<file path="src/exu_pkg.sv">
// Shared word types, opcodes and register layouts for the RV32IM execute unit
package exu_pkg;

    // ------------------------------------------------------------
    // Data widths fixed by RV32
    // ------------------------------------------------------------
    localparam int unsigned XLEN    = 32;
    localparam int unsigned SHAMT_W = 5;

    typedef logic [XLEN-1:0]   word_t;
    typedef logic [2*XLEN-1:0] dword_t;

    // ------------------------------------------------------------
    // ALU operations, NOP must stay at zero
    // ------------------------------------------------------------
    typedef enum logic [4:0] {
        ALU_NOP = 5'd0,
        ADD     = 5'd1,
        SUB     = 5'd2,
        XOR     = 5'd3,
        OR      = 5'd4,
        AND     = 5'd5,
        SLL     = 5'd6,
        SRL     = 5'd7,
        SRA     = 5'd8,
        SLT     = 5'd9,
        SLTU    = 5'd10,
        MUL     = 5'd11,
        MULH    = 5'd12,
        MULHU   = 5'd13,
        MULHSU  = 5'd14,
        DIV     = 5'd15,
        DIVU    = 5'd16,
        REM     = 5'd17,
        REMU    = 5'd18
    } alu_op_e;

    // Which result the divider hands back
    typedef enum logic [1:0] {
        DIV_S = 2'd0,
        DIV_U = 2'd1,
        REM_S = 2'd2,
        REM_U = 2'd3
    } div_kind_e;

    // Extension register of the two-cycle path
    // Factor pair while a multiply is pending, shifted value during SRA
    typedef union packed {
        struct packed {
            word_t mul_a;
            word_t mul_b;
        } mul;
        dword_t sra;
    } ext_word_u;

endpackage

</file>
<file path="src/div_if.sv">
// Divide request and result channel between the ALU core and the divider
`timescale 1ns/1ps

interface div_if;

    // Request side, held by the core until res_ready
    logic               start;
    exu_pkg::div_kind_e kind;
    exu_pkg::word_t     dividend;
    exu_pkg::word_t     divisor;

    // Result side, one-cycle pulse from the divider
    logic               res_ready;
    exu_pkg::word_t     result;

    modport core (
        output start,
        output kind,
        output dividend,
        output divisor,
        input  res_ready,
        input  result
    );

    modport unit (
        input  start,
        input  kind,
        input  dividend,
        input  divisor,
        output res_ready,
        output result
    );

endinterface

</file>
<file path="src/alu_core.sv">
// Execute-stage ALU with single-cycle ops, two-cycle shift/multiply and divide sequencing
`timescale 1ns/1ps

module alu_core (
    input  logic             clk,
    input  logic             rst_n,
    input  exu_pkg::alu_op_e alu_op_i,
    input  exu_pkg::word_t   src1_i,
    input  exu_pkg::word_t   src2_i,
    div_if.core              div,
    output exu_pkg::word_t   result_o,
    output logic             zero_o,
    output logic             less_o,
    output logic             more_zero_o,
    output logic             busy_o
);

    // ------------------------------------------------------------
    // Internal signals
    // ------------------------------------------------------------
    logic                          pend_q;
    exu_pkg::ext_word_u            ext_q;
    exu_pkg::ext_word_u            ext_d;
    logic                          two_cycle;
    logic [exu_pkg::SHAMT_W-1:0]   shamt;
    exu_pkg::word_t                src1_abs;
    exu_pkg::word_t                src2_abs;
    exu_pkg::dword_t               sra_ext;
    exu_pkg::dword_t               prod;
    exu_pkg::dword_t               prod_neg;
    logic                          lt_s;
    logic                          lt_u;
    logic                          sign1;
    logic                          sign2;

    assign shamt = src2_i[exu_pkg::SHAMT_W-1:0];
    assign sign1 = src1_i[exu_pkg::XLEN-1];
    assign sign2 = src2_i[exu_pkg::XLEN-1];

    // Magnitudes for the signed multiply forms
    assign src1_abs = sign1 ? -src1_i : src1_i;
    assign src2_abs = sign2 ? -src2_i : src2_i;

    // Sign-extend to double width so a logical shift acts arithmetic
    assign sra_ext = {{exu_pkg::XLEN{sign1}}, src1_i};

    assign lt_s = $signed(src1_i) < $signed(src2_i);
    assign lt_u = src1_i < src2_i;

    // Unsigned product of the stored factors, used in the second cycle
    assign prod     = exu_pkg::dword_t'(ext_q.mul.mul_a) * exu_pkg::dword_t'(ext_q.mul.mul_b);
    assign prod_neg = -prod;

    // ------------------------------------------------------------
    // Extension register load value
    // ------------------------------------------------------------
    always_comb begin
        two_cycle         = 1'b0;
        ext_d.mul.mul_a   = src1_i;
        ext_d.mul.mul_b   = src2_i;
        case (alu_op_i)
            exu_pkg::SRA: begin
                two_cycle = 1'b1;
                ext_d.sra = sra_ext >> shamt;
            end
            exu_pkg::MUL,
            exu_pkg::MULHU: begin
                two_cycle = 1'b1;
            end
            exu_pkg::MULH: begin
                two_cycle       = 1'b1;
                ext_d.mul.mul_a = src1_abs;
                ext_d.mul.mul_b = src2_abs;
            end
            exu_pkg::MULHSU: begin
                two_cycle       = 1'b1;
                ext_d.mul.mul_a = src1_abs;
            end
            default: begin
                two_cycle = 1'b0;
            end
        endcase
    end

    // First cycle loads, second cycle presents and clears the flag
    always_ff @(posedge clk or negedge rst_n) begin
        if (!rst_n) begin
            pend_q <= 1'b0;
            ext_q  <= '0;
        end else if (pend_q) begin
            pend_q <= 1'b0;
        end else if (two_cycle) begin
            pend_q <= 1'b1;
            ext_q  <= ext_d;
        end
    end

    // ------------------------------------------------------------
    // Divider request
    // ------------------------------------------------------------
    assign div.dividend = src1_i;
    assign div.divisor  = src2_i;

    always_comb begin
        case (alu_op_i)
            exu_pkg::DIV:  div.kind = exu_pkg::DIV_S;
            exu_pkg::REM:  div.kind = exu_pkg::REM_S;
            exu_pkg::REMU: div.kind = exu_pkg::REM_U;
            default:       div.kind = exu_pkg::DIV_U;
        endcase
    end

    // ------------------------------------------------------------
    // Result, flags and busy
    // ------------------------------------------------------------
    always_comb begin
        result_o    = '0;
        zero_o      = 1'b0;
        less_o      = 1'b0;
        more_zero_o = 1'b0;
        busy_o      = two_cycle && !pend_q;
        div.start   = 1'b0;
        case (alu_op_i)
            exu_pkg::ADD: result_o = src1_i + src2_i;
            exu_pkg::SUB: begin
                result_o = src1_i - src2_i;
                zero_o   = (result_o == '0);
            end
            exu_pkg::XOR: result_o = src1_i ^ src2_i;
            exu_pkg::OR:  result_o = src1_i | src2_i;
            exu_pkg::AND: result_o = src1_i & src2_i;
            exu_pkg::SLL: result_o = src1_i << shamt;
            exu_pkg::SRL: result_o = src1_i >> shamt;
            exu_pkg::SLT: begin
                result_o    = exu_pkg::word_t'(lt_s);
                less_o      = lt_s;
                more_zero_o = !lt_s;
            end
            exu_pkg::SLTU: begin
                result_o    = exu_pkg::word_t'(lt_u);
                less_o      = lt_u;
                more_zero_o = !lt_u;
            end
            exu_pkg::SRA:   result_o = ext_q.sra[exu_pkg::XLEN-1:0];
            exu_pkg::MUL:   result_o = prod[exu_pkg::XLEN-1:0];
            exu_pkg::MULHU: result_o = prod[2*exu_pkg::XLEN-1:exu_pkg::XLEN];
            exu_pkg::MULH: begin
                // Product of magnitudes, negate when the signs differ
                result_o = (sign1 ^ sign2) ? prod_neg[2*exu_pkg::XLEN-1:exu_pkg::XLEN]
                                           : prod[2*exu_pkg::XLEN-1:exu_pkg::XLEN];
            end
            exu_pkg::MULHSU: begin
                result_o = sign1 ? prod_neg[2*exu_pkg::XLEN-1:exu_pkg::XLEN]
                                 : prod[2*exu_pkg::XLEN-1:exu_pkg::XLEN];
            end
            exu_pkg::DIV,
            exu_pkg::DIVU,
            exu_pkg::REM,
            exu_pkg::REMU: begin
                // Request stays up until the divider answers
                div.start = !div.res_ready;
                busy_o    = !div.res_ready;
                result_o  = div.result;
            end
            default: begin
                result_o = '0;
            end
        endcase
    end

endmodule

</file>
<file path="src/serial_divider.sv">
// Radix-2 restoring divider producing RISC-V quotients and remainders
`timescale 1ns/1ps

module serial_divider (
    input  logic clk,
    input  logic rst_n,
    div_if.unit  div
);

    // ------------------------------------------------------------
    // Control and datapath registers
    // ------------------------------------------------------------
    logic               run_q;
    logic               fix_q;
    logic               ready_q;
    logic [4:0]         cnt_q;

    exu_pkg::word_t     quo_q;
    exu_pkg::word_t     rem_q;
    exu_pkg::word_t     dsr_q;
    exu_pkg::div_kind_e kind_q;
    logic               neg_quo_q;
    logic               neg_rem_q;
    exu_pkg::word_t     result_q;

    logic               idle;
    logic               take;
    logic               is_signed;
    logic               a_neg;
    logic               b_neg;
    logic [32:0]        partial;
    logic               fits;
    exu_pkg::word_t     quo_fix;
    exu_pkg::word_t     rem_fix;

    assign idle = !run_q && !fix_q;
    assign take = idle && div.start;

    assign is_signed = (div.kind == exu_pkg::DIV_S) || (div.kind == exu_pkg::REM_S);
    assign a_neg     = is_signed && div.dividend[exu_pkg::XLEN-1];
    assign b_neg     = is_signed && div.divisor[exu_pkg::XLEN-1];

    // One restoring step: shift in next dividend bit, try the subtract
    assign partial = {rem_q, quo_q[exu_pkg::XLEN-1]};
    assign fits    = partial >= {1'b0, dsr_q};

    assign quo_fix = neg_quo_q ? -quo_q : quo_q;
    assign rem_fix = neg_rem_q ? -rem_q : rem_q;

    assign div.res_ready = ready_q;
    assign div.result    = result_q;

    // ------------------------------------------------------------
    // Sequencing
    // ------------------------------------------------------------
    // Latch, 32 steps, sign fix, then a single res_ready cycle
    always_ff @(posedge clk or negedge rst_n) begin
        if (!rst_n) begin
            run_q   <= 1'b0;
            fix_q   <= 1'b0;
            ready_q <= 1'b0;
            cnt_q   <= '0;
        end else begin
            ready_q <= fix_q;
            fix_q   <= 1'b0;
            if (take) begin
                run_q <= 1'b1;
                cnt_q <= '0;
            end else if (run_q) begin
                cnt_q <= cnt_q + 5'd1;
                if (cnt_q == 5'd31) begin
                    run_q <= 1'b0;
                    fix_q <= 1'b1;
                end
            end
        end
    end

    // ------------------------------------------------------------
    // Datapath
    // ------------------------------------------------------------
    always_ff @(posedge clk) begin
        if (take) begin
            quo_q     <= a_neg ? -div.dividend : div.dividend;
            dsr_q     <= b_neg ? -div.divisor : div.divisor;
            rem_q     <= '0;
            kind_q    <= div.kind;
            // Divide by zero leaves all ones, so never negate it
            neg_quo_q <= (a_neg ^ b_neg) && (div.divisor != '0);
            // Remainder takes the dividend sign, which also covers x/0
            neg_rem_q <= a_neg;
        end else if (run_q) begin
            quo_q <= {quo_q[exu_pkg::XLEN-2:0], fits};
            rem_q <= fits ? partial[exu_pkg::XLEN-1:0] - dsr_q : partial[exu_pkg::XLEN-1:0];
        end

        // Most-negative / -1 gives magnitude 2^31 with no negate,
        // which is the dividend itself, remainder zero
        if (fix_q) begin
            case (kind_q)
                exu_pkg::DIV_S,
                exu_pkg::DIV_U: result_q <= quo_fix;
                default:        result_q <= rem_fix;
            endcase
        end
    end

endmodule

</file>
<file path="src/exu_top.sv">
// Execute unit top joining the ALU core and the serial divider
`timescale 1ns/1ps

module exu_top (
    input  logic             clk,
    input  logic             rst_n,
    input  exu_pkg::alu_op_e alu_op_i,
    input  exu_pkg::word_t   src1_i,
    input  exu_pkg::word_t   src2_i,
    output exu_pkg::word_t   result_o,
    output logic             zero_o,
    output logic             less_o,
    output logic             more_zero_o,
    output logic             busy_o
);

    // ------------------------------------------------------------
    // Core to divider channel
    // ------------------------------------------------------------
    div_if u_div_if ();

    alu_core u_alu_core (
        .clk         (clk),
        .rst_n       (rst_n),
        .alu_op_i    (alu_op_i),
        .src1_i      (src1_i),
        .src2_i      (src2_i),
        .div         (u_div_if.core),
        .result_o    (result_o),
        .zero_o      (zero_o),
        .less_o      (less_o),
        .more_zero_o (more_zero_o),
        .busy_o      (busy_o)
    );

    // Iterative unit for DIV, DIVU, REM, REMU
    serial_divider u_serial_divider (
        .clk   (clk),
        .rst_n (rst_n),
        .div   (u_div_if.unit)
    );

endmodule

</file>
<file path="config.mk">
export PLATFORM = sky130hd
export DESIGN_NAME = exu_top
export DESIGN_NICKNAME = d
export VERILOG_FILES = /design/src/exu_pkg.sv /design/src/div_if.sv /design/src/alu_core.sv /design/src/serial_divider.sv /design/src/exu_top.sv
export SDC_FILE = /design/constraint.sdc
export NUM_CORES = 2
export LEC_CHECK = 0
export ABC_AREA = 1
export BUFFER_PORTS_ARGS = -buffer_cell sky130_fd_sc_hd__clkbuf_2
export CAP_MARGIN = 20
export CORE_MARGIN = 2
export CORE_UTILIZATION = 41
export CTS_CLUSTER_SIZE = 14
export DETAILED_ROUTE_END_ITERATION = 10
export PLACE_DENSITY = 0.63
export SYNTH_ARGS = -nofsm -noshare
export SYNTH_HDL_FRONTEND = slang
export SYNTH_SLANG_ARGS = --single-unit
</file>
<file path="constraint.sdc">
create_clock -name clk -period 19 [get_ports clk]
set_clock_uncertainty 0.15 [all_clocks]
set_input_delay 0.95 -clock clk [delete_from_list [all_inputs] [get_ports clk]]
set_output_delay 0.95 -clock clk [all_outputs]
set_load 0.05 [all_outputs]
</file>
==> summary.txt <==
STA
  • Minimum clock period: ~11 ns
  • Setup TNS: 0 ns
  • Final Hold Vio Count: 0
  • Fin. max-slew vios: 0
  • Worst-Margin Slew: approximately 1.3 ns
  • RSZ-0062 raised after global routing: false
  • Worst slew margin: a little over an eighth
  • Fin crit share: a little under three fifths
  • Final setup fails: 0
  • Fmax: 0.09265 GHz

Global route
  • Initial antenna violation count: 9
  • GRT overflow: 0
  • Vias in the first global route: 60,320
  • First-pass GRT wire length: 401,000 um
  • Largest net degree at the start of global routing: 84
  • GRT Util Overall: a little over a third

Worst setup path
  • Reg-to-reg setup timing slack: between 15 and 20 ns
  • Critical Path Start: u_alu_core.ext_q[23]$_DFFE_PN0P_
  • Critical path depth in cells: 30
  • Slowest Stage Delay on Critical Path: about 0.58 ns
  • Worst path slowest cell: fa_1
  • RR Startpoint: u_serial_divider.rem_q[1]$_SDFFE_PP0P_
  • R2R depth: 15
  • Max Fanout on Critical Path: 32
  • Buf/Inv on CP: 5
  • Worst setup EP type: primary output
  • CP Data Required Time: roughly 18 ns
  • R2r endpoint: u_serial_divider.rem_q[30]$_SDFFE_PP0P_
  • Crit Path Category: reg2out
  • Arrival time at the worst endpoint: 9.69 ns
  • Critical Path End: result_o[17]
  • Family with the most delay on the worst path: adder cells
  • Crit path launch type: flop

Clock tree
  • CTS tree: done
  • Root Buffer: clkbuf_16
  • Number of buffers created by CTS: 27
  • Post-cts sizing count: 0
  • Max clock buf depth: 3
  • Hold_buf cts: 0
  • Clock sinks: just over 200
  • Clk_lat worst skew: between 0.5 and 0.6 ns
  • Post-CTS Setup Inserts: 0
  • H-Tree Depth: 1
  • CTS clk-pin slew, worst paths: about 0.07 ns

Final layout
  • Area delta synth->final: 5.379%
  • Final core occ: a little over two fifths
  • Commonest non-fill, non-tap cells in the layout: nand2_1 (2,510), inv_1 (2,168), fa_1 (899)
  • Fillers: around 16,000
  • Layout cells sized above 1: between 5 and 6%
  • Most common cell after layout, fill and taps aside: nand2_1
  • Footprint of the multi-input gates: approximately 0.046 mm^2
  • Design area: around 0.065 mm^2
  • Sequential cell area: 0.005440 mm^2
  • Final nets: around 10,000

Detailed routing
  • Post-Route WL: between 200,000 and 300,000 um
  • Via-per-instance ratio: between 5 and 6
  • Via count: around 60,000
  • DR iter-0 viols: approximately 6,000
  • Detailed Routing Iterations Pass 1: 7
  • Drc violations: 0
  • Detail Route Antenna Nets: 0
  • Wirelength per Cell: approximately 25 um

Yosys
  • Synth Flop Type: edfxtp_1
  • Synthesized Nets: 10,460
  • Synth Area per Inst: 6.757 um^2
  • Post-Syn Area: roughly 0.061 mm^2
  • EDFF count, synth: 99
  • Flops & latches, synth: approximately 200
  • Seq/Total Area, Yosys: 8.856%
  • Syn Inst Count: roughly 9,000
  • Warnings, synthesis: 0
  • Ys async rst share: 35.78%
  • Yosys cell types: roughly 70

Floorplanning
  • Die area: 0.1529 mm^2
  • Chip height: between 300 and 400 um
  • Core Region: 0.1492 mm^2
  • Boundary Pins: 107
  • Cell row count: 142
  • Initial Utilization: between 40% and 50%
  • Chip Width: between 300 and 400 um

Worst hold path
  • Hold Crit Class: in2async

Placement
  • Hpwl dp: 219,900 um
  • IO buf count: 106
  • Cell Area, Placed: between 0.06 and 0.07 mm^2
  • GP Congestion: about 1.1

Flow run
  • Max-cap viol count: 0

Outcome
  • Status: completed
[layout make-up]
type | instances | area share (%)
multi-input cells | 6222 | 71.05
inverters | 2210 | 12.81
flip-flops and latches | 204 | 8.404
well taps | 1944 | 3.757
repair buffers | 234 | 2.401
clock buffers | 32 | 1.169
clock inverters | 18 | 0.3846
diodes | 6 | 0.02319
[per-layer routing]
metal / share of wire [%] / track usage, % / vias to the layer above
li1: - / - / 27030
met1: 39 / 44.59 / 29540
met2: 46 / 58.16 / 2947
met3: 7.9 / 5.246 / 729
met4: 7.5 / 21.27 / 0
met5: 0 / 0 / -
[Yosys cell counts, types with 19 or more instances]
| cell | instances | area [um^2] |
|---|---|---|
| o221ai_1 | 19 | 166.4 |
| edfxtp_1 | 99 | 2973 |
| dfxtp_1 | 32 | 640.6 |
| o21a_1 | 20 | 150.1 |
| inv_1 | 2169 | 8142 |
| buf_1 | 20 | 75.07 |
| inv_2 | 25 | 93.84 |
| a221oi_1 | 42 | 367.9 |
| o2111ai_1 | 35 | 306.5 |
| nor2_2 | 39 | 244.0 |
| nor2_1 | 512 | 1922 |
| o21bai_1 | 22 | 165.2 |
| xnor2_1 | 27 | 236.5 |
| clkbuf_1 | 407 | 1528 |
| xor2_1 | 93 | 814.5 |
| a21oi_1 | 391 | 1957 |
| nand2_2 | 27 | 168.9 |
| ha_1 | 400 | 5005 |
| nand3_1 | 222 | 1111 |
| dfrtp_1 | 73 | 1827 |
| buf_2 | 26 | 130.1 |
| nand2_1 | 2510 | 9422 |
| a31oi_1 | 21 | 131.4 |
| o211ai_1 | 62 | 465.5 |
| o22ai_1 | 38 | 237.7 |
| nor3_1 | 79 | 395.4 |
| o21ai_0 | 442 | 2212 |
| fa_1 | 899 | 18000 |
| nand3b_1 | 21 | 157.7 |
| a22oi_1 | 19 | 142.6 |
| nand4_1 | 68 | 425.4 |
[registers in the layout, summed over array words and instances, names as in the netlist]
signal	flops
u_alu_core.ext_q	64
u_alu_core.pend_q	1
u_serial_divider.cnt_q	5
u_serial_divider.div.res_ready	1
u_serial_divider.div.result	32
u_serial_divider.dsr_q	32
u_serial_divider.fix_q	1
u_serial_divider.kind_q	1
u_serial_divider.neg_quo_q	1
u_serial_divider.neg_rem_q	1
u_serial_divider.quo_q	32
u_serial_divider.rem_q	32
u_serial_divider.run_q	1
[per-stage QoR]
step                      hold slack [ns]  worst slack [ns]  cells
final                              0.1797             8.206  10870
after global routing               0.1775             7.857  10860
after CTS                          0.1608             8.272  10860
after detailed placement           0.3382             8.896  10810
after global placement             0.3275             8.809  10810
after floorplan                    0.3121             10.37   9091
[how the worst min path moves through the flow]
stage	from	to	slack, ns	cells past startpoint
2_1_floorplan	u_serial_divider.rem_q[30]$_SDFFE_PP0P_	u_serial_divider.rem_q[30]$_SDFFE_PP0P_	0.31	2
3_3_place_gp	u_serial_divider.rem_q[30]$_SDFFE_PP0P_	u_serial_divider.rem_q[30]$_SDFFE_PP0P_	0.33	2
3_5_place_dp	u_serial_divider.rem_q[30]$_SDFFE_PP0P_	u_serial_divider.rem_q[30]$_SDFFE_PP0P_	0.34	2
4_1_cts	rst_n	u_serial_divider.div.res_ready$_DFF_PN0_	0.16	1
5_1_grt	rst_n	u_serial_divider.div.res_ready$_DFF_PN0_	0.18	1
6_report	rst_n	u_serial_divider.div.res_ready$_DFF_PN0_	0.18	1
[cell families (layout without fill, tap and decap cells)]
| kind of cell | after synthesis | count (layout) | share of synthesized area (%) |
|---|---|---|---|
| adders and majority gates | 1299 | 1299 | 37.45 |
| buffers and inverters | 2665 | 2494 | 16.34 |
| AOI/OAI and AO/OA | 1229 | 1229 | 11.77 |
| xor gates and xnor gates | 120 | 120 | 1.711 |
| DFF | 204 | 204 | 8.856 |
| and+or+nand+nor | 3570 | 3570 | 23.81 |
| muxes | 4 | 4 | 0.06518 |
| other | 0 | 6 | 0 |
Power is not shown: default switching activity piles up to over one toggle a cycle in this logic, so the estimate is an artifact.
